$ cat config.mk
export PLATFORM = sky130hd
export DESIGN_NAME = issue_cluster
export DESIGN_NICKNAME = d
export VERILOG_FILES = /design/src/rs_pkg.sv /design/src/issue_cluster.sv /design/src/cdb_arbiter.sv /design/src/fu_pipe.sv /design/src/rs.sv /design/src/tag_ready_table.sv
export SDC_FILE = /design/constraint.sdc
export NUM_CORES = 1
export LEC_CHECK = 0
export ABC_AREA = 0
export BUFFER_PORTS_ARGS = -buffer_cell sky130_fd_sc_hd__buf_2
export CAP_MARGIN = 15
export CORE_MARGIN = 1
export CORE_UTILIZATION = 60
export CTS_BUF_LIST = sky130_fd_sc_hd__clkbuf_8 sky130_fd_sc_hd__clkbuf_16
export DETAILED_ROUTE_END_ITERATION = 6
export PLACE_DENSITY_LB_ADDON = 0.3
export SLEW_MARGIN = 20
export SYNTH_ARGS = -nofsm -noshare
export SYNTH_HDL_FRONTEND = slang
export SYNTH_SLANG_ARGS = --single-unit
$ cat constraint.sdc
create_clock -name clock -period 3.9 [get_ports clock]
set_input_delay 0.39 -clock clock [delete_from_list [all_inputs] [get_ports clock]]
set_output_delay 0.39 -clock clock [all_outputs]
set_load 0.05 [all_outputs]
$ cat src/rs_pkg.sv
package rs_pkg;

  localparam int tag_width  = 6;               // physical tag width
  localparam int num_tags   = 2 ** tag_width;  // 64 physical tags, tag 0 always ready
  localparam int num_fu     = 4;               // functional units, one rs entry each
  localparam int func_width = 4;               // function code width

  // unit classes, value 3 is unused
  typedef enum logic [1:0] {
    fu_alu,
    fu_mult,
    fu_mem
  } fu_type_t;

  // unit order fixes both the rs entry binding and the cdb priority
  localparam fu_type_t fu_list [num_fu] = '{fu_alu, fu_alu, fu_mult, fu_mem};
  localparam int fu_latency [num_fu] = '{1, 1, 3, 2};  // pipeline depth per unit

  // source operand as held in an rs entry
  typedef struct packed {
    logic [tag_width-1:0] tag;    // physical source tag
    logic                 ready;  // value produced already
  } src_tag_t;

  // one operation from the front end
  typedef struct packed {
    fu_type_t              fu;    // unit class it needs
    logic [func_width-1:0] func;
    logic [tag_width-1:0]  dest;  // renamed destination
    logic [tag_width-1:0]  src1;
    logic [tag_width-1:0]  src2;
  } dispatch_op_t;

  // reservation station slot
  typedef struct packed {
    logic                  busy;  // slot holds a waiting op
    logic [func_width-1:0] func;
    logic [tag_width-1:0]  dest;
    src_tag_t              t1;
    src_tag_t              t2;
  } rs_entry_t;

  // rs to unit pipeline
  typedef struct packed {
    logic                  valid;  // both sources ready
    logic [func_width-1:0] func;
    logic [tag_width-1:0]  dest;
  } issue_t;

  // completion, used for unit finish and for the broadcast bus
  typedef struct packed {
    logic                 valid;
    logic [tag_width-1:0] tag;
  } cdb_t;

endpackage
$ cat src/issue_cluster.sv
`timescale 1ns/10ps

module issue_cluster import rs_pkg::*; (
  input  logic         clock,
  input  logic         reset,
  input  logic         dispatch_en,  // one op per cycle, only while rs_hazard is low
  input  dispatch_op_t dispatch,
  output logic         rs_hazard,
  output cdb_t         cdb           // result broadcast, wakes table and rs
);

  logic                src1_ready;
  logic                src2_ready;
  issue_t [num_fu-1:0] issue;        // rs to units
  logic   [num_fu-1:0] done;         // units to rs
  cdb_t   [num_fu-1:0] finish;       // units to arbiter
  logic   [num_fu-1:0] grant;        // arbiter to units

  tag_ready_table i_tag_ready_table (
    .clock       (clock),
    .reset       (reset),
    .dispatch_en (dispatch_en),
    .dispatch    (dispatch),
    .cdb         (cdb),
    .src1_ready  (src1_ready),
    .src2_ready  (src2_ready)
  );

  rs i_rs (
    .clock       (clock),
    .reset       (reset),
    .dispatch_en (dispatch_en),
    .dispatch    (dispatch),
    .src1_ready  (src1_ready),
    .src2_ready  (src2_ready),
    .cdb         (cdb),
    .done        (done),
    .issue       (issue),
    .rs_hazard   (rs_hazard)
  );

  // one pipeline per rs entry, depth from the unit table
  for (genvar i = 0; i < num_fu; i++) begin : g_fu
    fu_pipe #(.latency(fu_latency[i])) i_fu_pipe (
      .clock  (clock),
      .reset  (reset),
      .issue  (issue[i]),
      .grant  (grant[i]),
      .done   (done[i]),
      .finish (finish[i])
    );
  end

  cdb_arbiter i_cdb_arbiter (
    .finish (finish),
    .grant  (grant),
    .cdb    (cdb)
  );

endmodule

$ cat src/cdb_arbiter.sv
`timescale 1ns/10ps

module cdb_arbiter import rs_pkg::*; (
  input  cdb_t [num_fu-1:0] finish,  // completion offered by each unit
  output logic [num_fu-1:0] grant,
  output cdb_t              cdb      // the one broadcast of this cycle
);

  logic taken;  // a lower unit already owns the bus

  always_comb begin
    grant = '0;
    cdb   = '0;
    taken = 1'b0;

    // unit 0 has the highest priority
    for (int i = 0; i < num_fu; i++) begin
      if (finish[i].valid && !taken) begin
        grant[i]  = 1'b1;
        cdb.valid = 1'b1;
        cdb.tag   = finish[i].tag;
        taken     = 1'b1;
      end
    end
  end

endmodule

$ cat src/fu_pipe.sv
`timescale 1ns/10ps

module fu_pipe import rs_pkg::*; #(
  parameter int latency = 1  // stages, 1 or more
) (
  input  logic   clock,
  input  logic   reset,
  input  issue_t issue,
  input  logic   grant,  // bus takes the last stage this cycle
  output logic   done,   // issue accepted at this edge
  output cdb_t   finish
);

  logic [latency-1:0]                valid_q;  // stage occupancy
  logic [latency-1:0][tag_width-1:0] tag_q;    // dest tag per stage
  logic                              hold;     // finished op not granted yet

  assign hold = valid_q[latency-1] && !grant;
  assign done = !hold;  // whole pipe freezes behind a blocked result

  assign finish.valid = valid_q[latency-1];
  assign finish.tag   = tag_q[latency-1];

  always_ff @(posedge clock) begin
    if (reset) begin
      valid_q <= '0;
    end else if (!hold) begin
      valid_q[0] <= issue.valid;  // a bubble when nothing is offered
      for (int k = 1; k < latency; k++) begin
        valid_q[k] <= valid_q[k-1];
      end
    end
  end

  // tags ride along, qualified by valid_q
  always_ff @(posedge clock) begin
    if (!hold) begin
      tag_q[0] <= issue.dest;
      for (int k = 1; k < latency; k++) begin
        tag_q[k] <= tag_q[k-1];
      end
    end
  end

endmodule

$ cat src/rs.sv
`timescale 1ns/10ps

module rs import rs_pkg::*; (
  input  logic                  clock,
  input  logic                  reset,
  input  logic                  dispatch_en,
  input  dispatch_op_t          dispatch,
  input  logic                  src1_ready,  // from the ready table, cdb forwarded
  input  logic                  src2_ready,
  input  cdb_t                  cdb,
  input  logic   [num_fu-1:0]   done,        // unit can take an issue this cycle
  output issue_t [num_fu-1:0]   issue,
  output logic                  rs_hazard
);

  rs_entry_t [num_fu-1:0] entry_q;
  rs_entry_t [num_fu-1:0] entry_d;
  logic      [num_fu-1:0] t1_cdb;       // stored t1 matches the broadcast
  logic      [num_fu-1:0] t2_cdb;
  logic      [num_fu-1:0] t1_ok;
  logic      [num_fu-1:0] t2_ok;
  logic      [num_fu-1:0] entry_ready;  // both operands available
  logic      [num_fu-1:0] entry_go;     // issuing at this edge
  logic      [num_fu-1:0] entry_free;   // empty or emptying
  logic      [num_fu-1:0] entry_match;  // free and bound to the dispatched type
  logic                   placed;       // dispatch already written to an entry

  always_comb begin
    for (int i = 0; i < num_fu; i++) begin
      // each source wakes on its own tag
      t1_cdb[i]      = cdb.valid && (entry_q[i].t1.tag == cdb.tag);
      t2_cdb[i]      = cdb.valid && (entry_q[i].t2.tag == cdb.tag);
      t1_ok[i]       = entry_q[i].t1.ready || t1_cdb[i];
      t2_ok[i]       = entry_q[i].t2.ready || t2_cdb[i];
      entry_ready[i] = entry_q[i].busy && t1_ok[i] && t2_ok[i];
      entry_go[i]    = entry_ready[i] && done[i];          // unit takes it now
      entry_free[i]  = !entry_q[i].busy || entry_go[i];    // reusable this cycle
      entry_match[i] = entry_free[i] && (fu_list[i] == dispatch.fu);

      issue[i].valid = entry_ready[i];   // offered even if the unit is stalled
      issue[i].func  = entry_q[i].func;
      issue[i].dest  = entry_q[i].dest;
    end
  end

  // no slot of the requested class can be had this cycle
  assign rs_hazard = (entry_match == '0);

  always_comb begin
    entry_d = entry_q;
    placed  = 1'b0;

    for (int i = 0; i < num_fu; i++) begin
      if (t1_cdb[i]) begin
        entry_d[i].t1.ready = 1'b1;
      end
      if (t2_cdb[i]) begin
        entry_d[i].t2.ready = 1'b1;
      end
      if (entry_go[i]) begin
        entry_d[i].busy = 1'b0;  // handed to the unit
      end
    end

    // lowest matching entry takes the new op
    if (dispatch_en) begin
      for (int i = 0; i < num_fu; i++) begin
        if (entry_match[i] && !placed) begin
          entry_d[i].busy     = 1'b1;
          entry_d[i].func     = dispatch.func;
          entry_d[i].dest     = dispatch.dest;
          entry_d[i].t1.tag   = dispatch.src1;
          entry_d[i].t1.ready = src1_ready;
          entry_d[i].t2.tag   = dispatch.src2;
          entry_d[i].t2.ready = src2_ready;
          placed              = 1'b1;
        end
      end
    end
  end

  always_ff @(posedge clock) begin
    if (reset) begin
      entry_q <= '0;  // all slots empty
    end else begin
      entry_q <= entry_d;
    end
  end

endmodule

$ cat src/tag_ready_table.sv
`timescale 1ns/10ps

module tag_ready_table import rs_pkg::*; (
  input  logic         clock,
  input  logic         reset,
  input  logic         dispatch_en,  // accepted dispatch, front end honours rs_hazard
  input  dispatch_op_t dispatch,
  input  cdb_t         cdb,
  output logic         src1_ready,
  output logic         src2_ready
);

  logic [num_tags-1:0] ready_q;  // one bit per physical tag
  logic                src1_fwd;
  logic                src2_fwd;

  // a tag on the bus this cycle counts as ready already
  assign src1_fwd = cdb.valid && (cdb.tag == dispatch.src1);
  assign src2_fwd = cdb.valid && (cdb.tag == dispatch.src2);

  assign src1_ready = ready_q[dispatch.src1] || src1_fwd;
  assign src2_ready = ready_q[dispatch.src2] || src2_fwd;

  always_ff @(posedge clock) begin
    if (reset) begin
      ready_q <= '1;  // everything architected at reset
    end else begin
      if (cdb.valid) begin
        ready_q[cdb.tag] <= 1'b1;  // producer finished
      end
      // new producer, pending until its broadcast
      // written second so a reallocated tag stays pending
      if (dispatch_en && (dispatch.dest != '0)) begin
        ready_q[dispatch.dest] <= 1'b0;
      end
    end
  end

endmodule

[After elaboration in Yosys (flattened, before gate mapping)]
Index checks and enable logic that the tools add are counted.
Operators by class
  $add $sub $neg: 0
  $mul: 0
  div/mod/pow operators: 0
  $lt $le $gt $ge: 6
  equality and inequality tests: 12
  shift-type cells: 0
  mux-type cells: 44
  bitwise logic cells: 3
  reductions and logical operators: 77
Operators with widths (count)
  $mux 64: 3
  $mux 100: 1
  $mux 25: 4
  $and 64x64->64: 1
  $not 64->64: 1
  $or 64x64->64: 1
  $eq 6x6->1: 10
  $logic_and 1x1->1: 39
  $lt 6x7->1 const B: 4
  $mux 1: 28
  $mux 7: 4
  $logic_not 1->1: 17
  $logic_or 1x1->1: 14
  $bmux 1 s6: 2
  $demux 1 s6: 2
  $ge 6x1->1 const B: 2
  $reduce_and 2->1: 4
  $reduce_bool 6->1: 1
  $logic_not 4->1: 1
  $eq 1x2->1 const A: 1
  $eq 2x2->1 const A: 1
  $logic_not 2->1: 1
Storage, ports and cells
  register bits after elaboration: 213
  bits in latches: 0
  memory bits (writable): 0
  memory bits (read-only): 0
  input port bits: 27
  output and inout port bits: 8
  word-level logic and storage cells: 182
  memories: 0

[Longest topological paths before layout]
Gate-level depths: netlist of run 1.
  depth after elaboration: 32
  gate-level depth with buffers: 13
  gate-level depth less buffers: 9

[Modules after synthesis]
A second synthesis of run 1 with hierarchy kept.
Second synthesis, totals
  cells, all modules: 1059
  area, all modules: 10826.6 um2
Modules (own cells, without submodules)
  rs: times used 1, cells each 502, area an instance 4855.9 um2, sequential area each 2001.9 um2
  tag_ready_table: times used 1, cells each 435, area an instance 4037.6 um2, sequential area each 1281.2 um2
  fu_pipe (g_fu[2].i_fu_pipe): times used 1, cells each 37, area an instance 720.7 um2, sequential area each 600.6 um2
  fu_pipe (g_fu[3].i_fu_pipe): times used 1, cells each 28, area an instance 499.2 um2, sequential area each 400.4 um2
  fu_pipe (g_fu[0].i_fu_pipe ...): times used 2, cells each 12, area an instance 240.2 um2, sequential area each 200.2 um2
  cdb_arbiter: times used 1, cells each 33, area an instance 232.7 um2, sequential area each 0.0 um2

[Least setup slack after synthesis of run 1]
No wires, ideal clock.
  kind: reg-to-output
  from: reg g_fu[2].i_fu_pipe.valid_q[2]
  to: out rs_hazard
  data arrival time: 3.694 ns
  required time: 3.510 ns
  path slack: -0.184 ns
  stages on the path, launching flop included: 11
  path buffers: 1
  cells stage by stage: dfxtp_1 > buf_2 > nor4b_4 > a211oi_1 > nor2_2 > clkinv_1 > o221ai_1 > nor4_2 > o22ai_1 > or3b_2 > a32oi_1
RTL lines
  from (decl): line fu_pipe.sv:14  | logic [latency-1:0] valid_q;
  from (signal, indexed assignment): line fu_pipe.sv:30  | valid_q[k] <= valid_q[k-1];
  to (decl): line issue_cluster.sv:8  | output logic rs_hazard,

[Worst setup path after layout of run 1]
  from: reg g_fu[0].i_fu_pipe.valid_q
  to: out rs_hazard
Between the ends
  cells in the longest elaborated chain, start to end: 19
  elaborated cells on any way between the ends: 72
  those cells by class: eq/ne (8); mux (10); reduce/logical (54)
RTL lines
  from (decl): line fu_pipe.sv:14
  from (signal, indexed assignment): line fu_pipe.sv:30
  $mux 1: line cdb_arbiter.sv:18  | if (finish[i].valid && !taken) begin
  $logic_not 1->1: line cdb_arbiter.sv:18, fu_pipe.sv:18
  $logic_and 1x1->1: line cdb_arbiter.sv:18
  $mux 1: line cdb_arbiter.sv:18
  $logic_not 1->1: line cdb_arbiter.sv:18
  $logic_and 1x1->1: line cdb_arbiter.sv:18
  $mux 1: line cdb_arbiter.sv:18
  $logic_not 1->1: line cdb_arbiter.sv:18
  [2 not listed]
  $eq 6x6->1: line rs.sv:31  | t1_cdb[i] = cdb.valid && (entry_q[i].t1.tag == cdb.tag);
  $logic_and 1x1->1: line rs.sv:31
  $logic_or 1x1->1: line rs.sv:33  | t1_ok[i] = entry_q[i].t1.ready || t1_cdb[i];
  $logic_and 1x1->1 (2 in a row): line rs.sv:35  | entry_ready[i] = entry_q[i].busy && t1_ok[i] && t2_ok[i];
  $logic_and 1x1->1: line rs.sv:36  | entry_go[i] = entry_ready[i] && done[i];
  $logic_or 1x1->1: line rs.sv:37  | entry_free[i] = !entry_q[i].busy || entry_go[i];
  $logic_and 1x1->1: line rs.sv:38  | entry_match[i] = entry_free[i] && (fu_list[i] == dispatch.fu);
  $logic_not 4->1 *: line rs.sv:47  | assign rs_hazard = (entry_match == '0);
Every way passes the cells marked *; elsewhere a longest branch is shown, timed or not.

==> impl.org, run 1 <==
** Worst setup path
- Critical-path maximum fanout :: 13
- Counting both buffers and inverters, the worst setup path holds a total of 1.
- Reg-to-reg startpoint :: g_fu[0].i_fu_pipe.valid_q
- Reg2reg end :: i_rs.entry_q[25]
- The most critical setup path has its startpoint at g_fu[0].i_fu_pipe.valid_q.
- Crit-path slowest cell :: or4b_4
- Traced cell by cell, the critical path runs through or4b_4, o211ai_1, mux2_2, o211ai_1, nor4_4, o22ai_4, or3b_2, a32oi_2, buf_6.
- Endpoint type of the worst setup path :: primary output
- Worst EP required :: 3.51 ns
- Worst Setup Start Kind :: register
- The setup check on the worst reg-to-reg path leaves a slack of 0.49 ns.
- Slowest stage delay, CP :: 0.62 ns
- For the worst setup path, the data arrival time is 3.41 ns.
- R2R cell count :: 10
- Most frequent cell on the critical path :: o211ai_1
- Counting buffers and inverters, the worst setup path is 9 cells deep.
- Family with the most delay on the worst path :: simple AND/OR/NAND/NOR gates
- Category of the critical setup timing path :: reg -> out

** Min path
- Depth of the worst hold-timing path :: 3
- In this run the most critical hold path is launched from dispatch[10].
- Hold EP :: i_rs.entry_q[12]
- The min-delay analysis places its worst path in the category in -> reg.

** Final layout
- Antenna diode count :: 0
- Sequential cell area in the final layout :: 0.00431 mm^2
- Area added between synthesis and finish :: 13.8%
- For this run, the share of the core covered by cells in the final layout is 70.8%.
- Share of post-route cells with drive strength above 1 :: 19.7%
- The finished layout holds 1248 standard cells, fillers aside.
- Nets :: 1051
- Combined area of the multi-input logic cells :: 0.00497 mm^2
- Fillers :: 1154

** Die
- Area of the die :: 0.0165 mm^2
- Cell row count :: 45
- Top Ports :: 35
- Placeable core region :: 0.0154 mm^2
- The die is 128 um tall.
- Once the floorplan was initialized, standard cells occupied 62.2% of the core.
- Die boundary width :: 128 um

** Run
- Number of max-capacitance violations reported :: 0

** Yosys
- In this run, synthesis inferred 36 flip-flops with an integrated enable.
- For this run, the leading register cell type out of synthesis is dfxtp_1.
- Summing every instance area after synthesis gives 0.00960 mm^2.
- Syn Nets :: 1001
- The share of the Yosys chip area taken by registers is 44.9%.
- Post-synthesis sequential element count :: 197
- Yosys warnings :: 0
- In the synthesized netlist the async set-or-reset flop fraction comes to 0%.
- Library cell occupying the most area in the post-synthesis netlist :: dfxtp_1
- After synthesis, the largest area contributor takes up 33.6% of total cell area.
- After synthesis, the netlist uses 71 different library cells.
- Number of instances in the synthesized netlist :: 974
- Yosys instantiated no cell more often than dfxtp_1.
- Ranking of synthesized cells by instance count :: dfxtp_1 (161), nor2_1 (111), nand2_1 (94), a21oi_1 (82), o21ai_0 (77)
- Yosys attributes the largest share of cell area to dfxtp_1 (34%), edfxtp_1 (11%), mux4_2 (9.9%).
- Average instance area after synthesis :: 9.85 um^2

** Timing
- Transition time at the pin with the least slew margin :: 0.924 ns
- Setup violations remaining at the end of the flow were counted as 0.
- Worst setup skew after layout :: 0.00987 ns
- Setup repair after global routing missed its margin :: false
- Sum Neg Setup Slack :: 0 ns
- Number of max-slew violations in the final report :: 0
- Based on the critical path, the design can be clocked at up to 263 MHz.
- After layout, the worst path uses 97.6% of the clock period.
- Shortest clock period the worst path allows after layout :: 3.80 ns
- Setup slack after layout :: 0.0954 ns
- The number of failing hold endpoints at the final stage was 0.
- Measured against its own limit, the worst slew margin works out to 38.3%.

** Global routing
- GR Overflow Total :: 0
- The via count of the first global-routing pass is 7584.
- First-pass GRT wire length :: 42700 um
- Maximum number of pins on one net before global-route repair :: 86
- Global routing consumed, over all layers together, 34.9% of the routing resources.
- Number of antenna violations at the first check in global routing :: 0

** Drt
- Vias/cell :: 6.46
- In the routed design, unresolved DRC markers number 17.
- In the final routed layout, each cell accounts on average for 22.3 um.
- Once detail routing completed, the nets flagged for antenna violations numbered 0.
- Wires add up to 27800 um.
- Across all layers, the routed design uses 8060 vias.
- In this run, the number of DRC markers left after iteration 0 of detailed routing was 987.
- Pre-Repair DR Iteration Count :: 7

** CTS
- The clock net in this run drives a total of 197 sinks.
- CTS Buf Count :: 17
- The H-tree was split into 4 levels.
- TritonCTS clock tree :: built
- The longest clock path from root to sink contains 2 buffers.
- The later pin in the worst-skew pair is clocked with a latency of 0.44 ns.
- CTS hold repair buffers :: 0
- Reg clk slew, reported paths :: 0.07 ns
- Clk root buf :: clkbuf_16

** Run status
- The final reports fail on design-rule violations.
- The run finished, with violations left.

** Power
- For this design the ratio of total power to cell area is 390 mW/mm^2.
- Across the VDD grid, the largest voltage drop is 0.269 mV.
- Overall power consumption after layout is estimated at 0.00426 W.
- Leakage :: 4.31 nW

** Placement
- Placed cells :: 1207
- After legalization and detailed placement, the total HPWL measured 19300 um.
- Before CTS, the worst setup slack after placement is 0.162 ns.
- At the end of routability-driven placement, the weighted congestion stood at 0.940.
- IO Port Bufs :: 30
## cell families after synthesis
kind of cell / Yosys count / synth area share (%)
compound gates: 230 / 14.9
xor+xnor: 23 / 2.10
buf+inv: 89 / 4.25
flops: 197 / 44.9
mux: 122 / 18.3
simple gates: 313 / 15.6
## per-layer routing
metal  share of wire (%)  global-route usage [%]  vias up
met3                  11                    10.0       85
li1                    -                       -     3653
met2                  44                    52.9      497
met1                  41                    46.7     3825
met4                 3.9                    15.2        0
met5                   0                       0        -
## metrics by stage
step / area (um^2) / hold WS, ns
final: 10900 / 0.307
after global routing: 10900 / 0.291
after global placement: 10200 / 0.334
after detailed placement: 10200 / 0.341
after floorplan: 9600 / 0.331
after CTS: 10800 / 0.292
## state kept, by name, indices dropped and copies added (netlist names)
name / count
g_fu.i_fu_pipe.finish: 12
g_fu.i_fu_pipe.tag_q: 30
g_fu.i_fu_pipe.valid_q: 7
i_rs.entry_q: 60
i_rs.issue: 24
i_tag_ready_table.ready_q: 64
## layout make-up
class | count | share of cell area, %
inverters | 30 | 1.04
repair buffers | 90 | 6.24
flip-flops and latches | 197 | 39.5
clock buffers | 18 | 4.02
well taps | 211 | 2.42
clock inverters | 14 | 1.36
multi-input cells | 688 | 45.5
## where the power goes
group / internal [W] / switching [W]
registers: 0.00212 / 0.0000372
clock network: 0.000919 / 0.000831
logic: 0.000137 / 0.000212
total: 0.00318 / 0.00108
## worst register-to-register path: stages, from the launching register on
cell	delay, ns
dfxtp_4	0.40
or4b_4	0.62
nor2_1	0.18
nor2_1	0.10
buf_4	0.22
a222oi_1	0.54
a31oi_4	0.17
o31ai_4	0.21
buf_4	0.17
and3_1	0.34
mux2_1	0.36
## layout by cell type (no fill, tap or decap), types with 4 or more instances in the layout
cell / netlist / final
mux2_1: 4 / 4
clkbuf_16: 0 / 17
nor2_2: 3 / 4
buf_2: 10 / 29
nand2b_1: 8 / 8
a211o_1: 7 / 7
a211oi_1: 6 / 4
buf_4: 4 / 54
mux2i_1: 73 / 73
o21ai_0: 77 / 77
edfxtp_1: 36 / 36
a222oi_1: 5 / 5
nor3_1: 17 / 17
and2_1: 7 / 7
o22ai_1: 5 / 4
dfxtp_1: 161 / 158
nand3_1: 16 / 16
a21oi_1: 82 / 82
a22oi_1: 4 / 4
and3_1: 4 / 4
nor2b_1: 11 / 10
a21o_1: 4 / 4
inv_1: 26 / 26
or3_1: 13 / 13
nand2_1: 94 / 94
buf_12: 1 / 6
nand3b_1: 7 / 7
xnor2_1: 23 / 23
nor2_1: 111 / 110
mux4_2: 42 / 42
## what timing repair did
action | CTS | global route
gates resized for setup | 7 | 10
buffers inserted | 5 | 4
pin swaps | 0 | 6
setup endpoints to repair | 1 | 1
cloned | 0 | 0
## worst max path at each step
| stage | endpoint | slack, ns |
|---|---|---|
| finish | rs_hazard | 0.1 |
| global route | rs_hazard | 0.02 |
| CTS | rs_hazard | 0.03 |
| detailed placement | rs_hazard | 0.16 |
| global placement | rs_hazard | 0.21 |
| floorplan | rs_hazard | 0.12 |
(Power assumes the default switching activity.)
==> run 2, diff against run 1 <==
Settings changed: CORE_UTILIZATION 60 to 56, PLACE_DENSITY from default to 0.75, PLACE_DENSITY_LB_ADDON 0.3 to default, REMOVE_ABC_BUFFERS from default to 1.
Clock period 3.9 ns to 3.5 ns, I/O delays scaled along.
==> impl.org, run 2 (same netlist as run 1, synthesis figures left out) <==
** Run status
- The flow ran to the end, but the final reports show violations.
- Failing checks :: negative setup slack

** Worst setup path
- Category of the critical setup timing path :: reg -> out
- The worst setup path is captured at a primary output.
- Data arrival time at the worst-slack endpoint :: 3.24 ns (-0.17 ns)
- Worst Setup Start Kind :: register
- Slowest stage delay, CP :: 0.38 ns (-0.24 ns)
- The data required time of the critical path was 3.15 ns (-0.36 ns).
- Critical-path maximum fanout :: 5 (-8)
- The critical path goes through nor4b_4, buf_4, a211oi_2, buf_4, or3_1, a22o_1, nor4_4, o22ai_2, or3b_4, a32oi_2, buf_6.
- Most frequent cell on the critical path :: buf_4
- The largest individual stage delay along the critical path comes from the cell nor4_4.

** Power
- The leakage power is 4.41 nW (+2.1%).
- The highest ir drop seen on vdd was 0.356 mV (+33%).
- Design Power :: 0.00484 W (+14%)
- The areal power density over the cells came to 434 mW/mm^2 (+11%).

** Timing
- Setup slack after layout :: -0.0885 ns (-0.184 ns)
- Transition time at the pin with the least slew margin :: 1.11 ns (+0.187 ns)
- The number of failing hold endpoints at the final stage came to 0 (unchanged).
- Number of failing setup endpoints in the final timing report :: 1 (+1)
- Sum Neg Setup Slack :: -0.0885 ns (-0.0885 ns)
- Ratio of final minimum period to clock period :: 103%
- Number of max-slew violations in the final report :: 0 (unchanged)
- Worst setup skew after layout :: 0.0146 ns (+0.00469 ns)
- Setup repair after global routing missed its margin :: true
- Max frequency :: 279 MHz
- Counting I/O delays and the setup requirement, the final critical path takes 3.59 ns.
- The headroom to the max-slew limit was 25.4% (-13 points).
- The hold slack came to 0.260 ns (-0.0475 ns).

** Drt
- The count of unresolved DRC violations after routing is 0 (-17).
- Routed Wire Length :: 28200 um (+1.5%)
- Average routed wire per standard cell :: 22.2 um (-0.31%)
- The via count of the routed design was 8072 (+0.15%).
- Detail Route Antenna Nets :: 0 (unchanged)
- Vias/cell :: 6.35 (-1.7%)
- The total iterations of the first detailed-routing run was 5 (-2).
- The number of DRC markers in iteration 0 is 868 (-12%).

** Final layout
- The cell area after layout came to 0.0112 mm^2 (+2.2%).
- Number of flip-flops in the largest register :: 64 (unchanged)
- The fill cell instance count of the final layout was 1283 (+11%).
- The number of inserted diodes was 0 (unchanged).
- Top library cells by usage in the layout, fill and taps aside :: dfxtp_1 (158), nor2_1 (106), nand2_1 (94), a21oi_1 (81), o21ai_0 (77)
- Sequential cell area in the final layout :: 0.00431 mm^2 (about the same)
- Counting flops per register, the top entry is i_tag_ready_table.ready_q.
- The final net count is 1065 (+1.3%).
- Combined area of the multi-input logic cells :: 0.00503 mm^2 (+1.2%)
- Share of post-route cells with drive strength above 1 :: 21.6% (+1.9 points)
- Biggest regs :: i_tag_ready_table.ready_q x64, i_rs.entry_q x60, g_fu.i_fu_pipe.tag_q x30
- The library cell used most frequently in the layout, excluding fill and tap cells, is dfxtp_1.
- From synthesis to final layout, the design area changed by 16.3%.

** Die
- Die boundary width :: 133 um (+3.5%)
- The count of pins on the block boundary is 35 (unchanged).
- The starting density of the core is 57.7% (-4.5 points).
- The vertical die dimension is 133 um (+3.5%).
- The floorplan core area is 0.0166 mm^2 (+7.9%).
- Area of the die :: 0.0177 mm^2 (+7.0%)
- The total number of placement rows is 47 (+4.4%).

** CTS
- Reg clk slew, reported paths :: 0.08 ns (about the same)
- Sink count of the clock tree :: 197 (unchanged)
- The number of levels the H-tree was split into came to 4 (unchanged).
- CTS placed an instance of clkbuf_16 at the clock tree root.
- CTS hold repair buffers :: 0 (unchanged)
- TritonCTS built the clock tree.
- CTS Buf Count :: 17 (unchanged)
- Clock latency at the later pin of the worst-skew pair :: 0.45 ns (about the same)
- Maximum clock insertion buffer count :: 2 (unchanged)

** Placement
- Placement Cell Area :: 0.0103 mm^2 (+1.2%)
- The global placer's final weighted congestion is 0.977 (+3.9%).
- The HPWL after detailed placement was 19700 um (+2.0%).
- The number of port buffers came to 30 (unchanged).

** Global routing
- The global-route wire length before repair is 43000 um (+0.84%).
- All-layer global routing usage :: 32.9% (-2.0 points)
- The pin count of the biggest net entering global routing is 59 (-31%).
- The via count of the first global-routing pass is 7710 (+1.7%).
- GR Overflow Total :: 0 (unchanged)
- Number of antenna violations at the first check in global routing :: 0 (unchanged)

** Run
- Number of max-capacitance violations reported :: 0 (unchanged)

** Min path
- The path class of the tightest hold or removal check is in -> reg.
run 2: per-layer routing:
metal / part of all wire (%) / up-vias / track usage (%)
met1: 40 / 3900 / 42.5
met3: 9.7 / 99 / 8.28
met4: 4.2 / 0 / 15.7
li1: - / 3677 / -
met2: 46 / 396 / 51.5
met5: 0 / - / 0
run 2: area by class of cell:
cell class / count / area share [%]
Sequential cell: 197 / 38.6
Clock buffer: 17 / 3.81
Inverter: 30 / 1.03
Clock inverter: 15 / 1.87
Timing Repair Buffer: 104 / 7.15
Tap cell: 220 / 2.47
Multi-Input combinational cell: 688 / 45.0
run 2: power by group:
part           switching (W)  internal [W]
Combinational       0.000238      0.000162
Sequential         0.0000426       0.00236
Clock               0.000999       0.00104
Total                0.00128       0.00356
run 2: final timing paths:
path                                                    to  cells past startpoint                      start  slack, ns
worst min register to register  g_fu[0].i_fu_pipe.tag_q[2]                      0              i_rs.issue[2]       0.35
worst min-delay path                      i_rs.entry_q[13]                      3               dispatch[11]       0.26
worst max register to register            i_rs.entry_q[35]                     14  g_fu[1].i_fu_pipe.valid_q       0.15
worst max-delay path                             rs_hazard                     11  g_fu[1].i_fu_pipe.valid_q      -0.09
run 2: worst max-delay path, delay by kind of cell, from the launching register on:
family	cells	cell delay, ns
compound gates	4	0.58
simple gates	4	1.32
flops	1	0.37
buf+inv	3	0.53
run 2: stage by stage:
stage,instances,setup slack (ns),util (%)
after floorplan,915,-1.08,-
after detailed placement,1230,0.103,61.9
after CTS,1267,-0.124,66.3
final,1271,-0.0885,67.1
after global placement,1230,0.0818,61.9
after global routing,1271,-0.176,67.1
run 2: what timing repair did:
action / in CTS / in global routing
buffers inserted: 5 / 4
gates resized for setup: 14 / 22
endpoints found under the setup margin: 1 / 1
pin swaps: 13 / 14
==> run 3, diff against run 2 <==
Settings changed: BUFFER_PORTS_ARGS -buffer_cell sky130_fd_sc_hd__buf_2 to default, CORE_UTILIZATION 56 to 58, DONT_BUFFER_PORTS from default to 1.
==> impl.org, run 3 (same netlist as run 1, synthesis figures left out) <==
** CTS
- The clock input transition at the sequential cells of the worst setup and hold paths was 0.08 ns (about the same).
- The clock buffer count from CTS came to 17 (unchanged).
- The clock insertion delay at the later pin of the skew report came to 0.45 ns (about the same).
- The tree is rooted in a clkbuf_16.
- Sink count of the clock tree :: 197 (unchanged)
- H-tree levels :: 4 (unchanged)
- Maximum clock insertion buffer count :: 2 (unchanged)
- TritonCTS clock tree :: built

** Worst setup path
- Reg-to-reg startpoint :: g_fu[1].i_fu_pipe.valid_q
- In this run the worst setup path begins at g_fu[1].i_fu_pipe.valid_q.
- Worst EP required :: 3.15 ns (about the same)
- The critical-path maximum fanout is 5 (unchanged).
- Worst Setup Start Kind :: register
- The worst setup path is of the reg -> out kind.
- FF-to-FF setup slack :: 0.24 ns (+0.09 ns)
- Data arrival time at the worst-slack endpoint :: 3.26 ns (+0.02 ns)
- Endpoint type of the worst setup path :: primary output

** Global routing
- Number of global-route vias before repair :: 7596 (-1.5%)
- GR Overflow Total :: 0 (unchanged)
- The pin count of the biggest net entering global routing is 140 (+140%).
- The initial antenna violation count came to 1 (+1).
- All-layer global routing usage :: 34.4% (+1.6 points)
- The global-route wire length before repair was 42700 um (-0.85%).

** Timing
- Setup repair after global routing could not meet its margin everywhere.
- Number of failing setup endpoints in the final timing report :: 1 (unchanged)
- The slack of the critical path is -0.115 ns (-0.0265 ns).
- Relative slew margins :: 35.0% (+9.7 points)
- The hold slack is 0.0532 ns (-0.207 ns).
- The count of final max-slew check failures came to 0 (unchanged).
- Max frequency :: 277 MHz (-0.73%)
- Transition time at the pin with the least slew margin :: 0.967 ns (-0.144 ns)
- Sum Neg Setup Slack :: -0.115 ns (-0.0265 ns)
- Worst setup skew after layout :: 0.00876 ns (-0.00580 ns)
- The final clock period utilization by the worst path came to 103% (+0.76 points).
- Shortest clock period the worst path allows after layout :: 3.61 ns (+0.0265 ns)
- Fin. Hold Viols :: 0 (unchanged)

** Drt
- Detail Route Antenna Nets :: 0 (unchanged)
- The wire length per cell was 22.6 um (+1.9%).
- Total number of vias :: 8018 (-0.67%)
- Pre-Repair DR Iteration Count :: 6 (+1)
- Iter 0 DRT Violations :: 957 (+10%)
- Vias/cell :: 6.44 (+1.4%)
- Routed Wire Length :: 28100 um (-0.22%)
- Residual DRC :: 0 (unchanged)

** Final layout
- Share of post-route cells with drive strength above 1 :: 19.8% (-1.8 points)
- The largest registers in the layout are i_tag_ready_table.ready_q x64, i_rs.entry_q x60, g_fu.i_fu_pipe.tag_q x30.
- Leading cell type in the layout, fill and taps excluded :: dfxtp_1
- Nets :: 1043 (-2.1%)
- Register bank with the most flops :: i_tag_ready_table.ready_q
- Leaving out fill and tap cells, the most frequent cells in the layout are dfxtp_1 (158), nor2_1 (109), nand2_1 (94), a21oi_1 (82), o21ai_0 (77).
- The number of inserted diodes came to 0 (unchanged).
- The area growth from synthesis to layout is 14.8%.
- The flip-flop count of the largest register after layout is 64 (unchanged).

** Min path
- Classification of the worst-slack hold path :: in -> reg
- The startpoint identified for the worst hold timing path is dispatch[8].

** Die
- Y dimension of the die :: 131 um (-1.7%)
- The count of pins on the block boundary was 35 (unchanged).
- Placeable core region :: 0.0160 mm^2 (-3.9%)
- Starting density of the core :: 60.0% (+2.3 points)
- The area enclosed by the die boundary is 0.0171 mm^2 (-3.4%).
- The x dimension of the die is 131 um (-1.7%).
- The total number of placement rows came to 46 (-2.1%).

** Placement
- IO Port Bufs :: 0 (-100%)
- Final GP Congestion :: 0.954 (-2.3%)
- HPWL after detailed placement :: 18900 um (-3.9%)

** Power
- The leakage power is 4.33 nW (-1.7%).
- Worst IR Drop VDD :: 0.374 mV (+4.9%)
- The areal power density over the cells came to 423 mW/mm^2 (-2.6%).

** Run status
- Failing checks :: negative setup slack
- Result of the run :: finished with violations

** Run
- Number of max-capacitance violations reported :: 0 (unchanged)
## run 3: cell types whose count changed in the layout (fill, tap and decap cells not counted), moves of 2 or more
cell      delta
inv_4        +2
buf_2       -29
nor2_1       +3
buf_4        +6
clkinv_8     -3
nor2_2       -4
## run 3: per-stage QoR
stage / util, % / std cells / cell area [um^2] / worst slack (ns) / total power (W)
after floorplan: - / 915 / 9300 / -1.08 / 0.00265
after global placement: 63.4 / 1197 / 10100 / 0.0653 / 0.00274
after detailed placement: 63.4 / 1197 / 10100 / 0.0526 / 0.00275
after CTS: 68.1 / 1242 / 10900 / -0.131 / 0.00466
after global routing: 68.9 / 1245 / 11000 / -0.198 / 0.00479
final: 68.9 / 1245 / 11000 / -0.115 / 0.00465
## run 3: cell type report
| class | count | area [um^2] |
|---|---|---|
| multi-input cells | 688 | 5020 |
| fillers | 1234 | 4980 |
| flip-flops and latches | 197 | 4320 |
| repair buffers | 82 | 713 |
| clock buffers | 17 | 425 |
| well taps | 216 | 270 |
| clock inverters | 15 | 158 |
| inverters | 30 | 114 |
## run 3: per-layer routing
layer	vias to the layer above	routed length, um	global-route usage (%)
li1	3631	-	-
met1	3807	11200	44.1
met2	476	12800	52.8
met3	102	2750	9.00
met4	2	1330	19.9
met5	-	54	0
## run 3: final timing paths
check,end,depth (start not counted)
setup / recovery,rs_hazard,12
hold / removal,i_rs.entry_q[10],2
setup reg to reg,i_rs.entry_q[5],13
hold reg to reg,g_fu[0].i_fu_pipe.tag_q[1],0
## run 3: timing repair
action / in CTS / in global routing
hold endpoints to repair: 31 / 0
endpoints found under the setup margin: 1 / 1
pin swaps: 9 / 11
resized for setup: 19 / 18
setup buffers: 12 / 5
hold buffers: 1 / 0
## run 3: report_power, final
group          leakage [nW]  internal, W  total (W)  switching (W)
combinational          2.29     0.000146   0.000316       0.000170
clock                 0.296     0.000982    0.00194       0.000953
sequential             1.75      0.00236    0.00240      0.0000435
## run 3: critical path: stages (launching register included)
cell,delay [ns]
dfxtp_4,0.37
nor4b_4,0.27
buf_4,0.18
buf_4,0.11
a211oi_2,0.05
buf_4,0.16
or3_1,0.33
a211o_1,0.34
nor4_4,0.34
o22ai_4,0.12
or3b_4,0.25
a32oi_2,0.11
buf_6,0.18
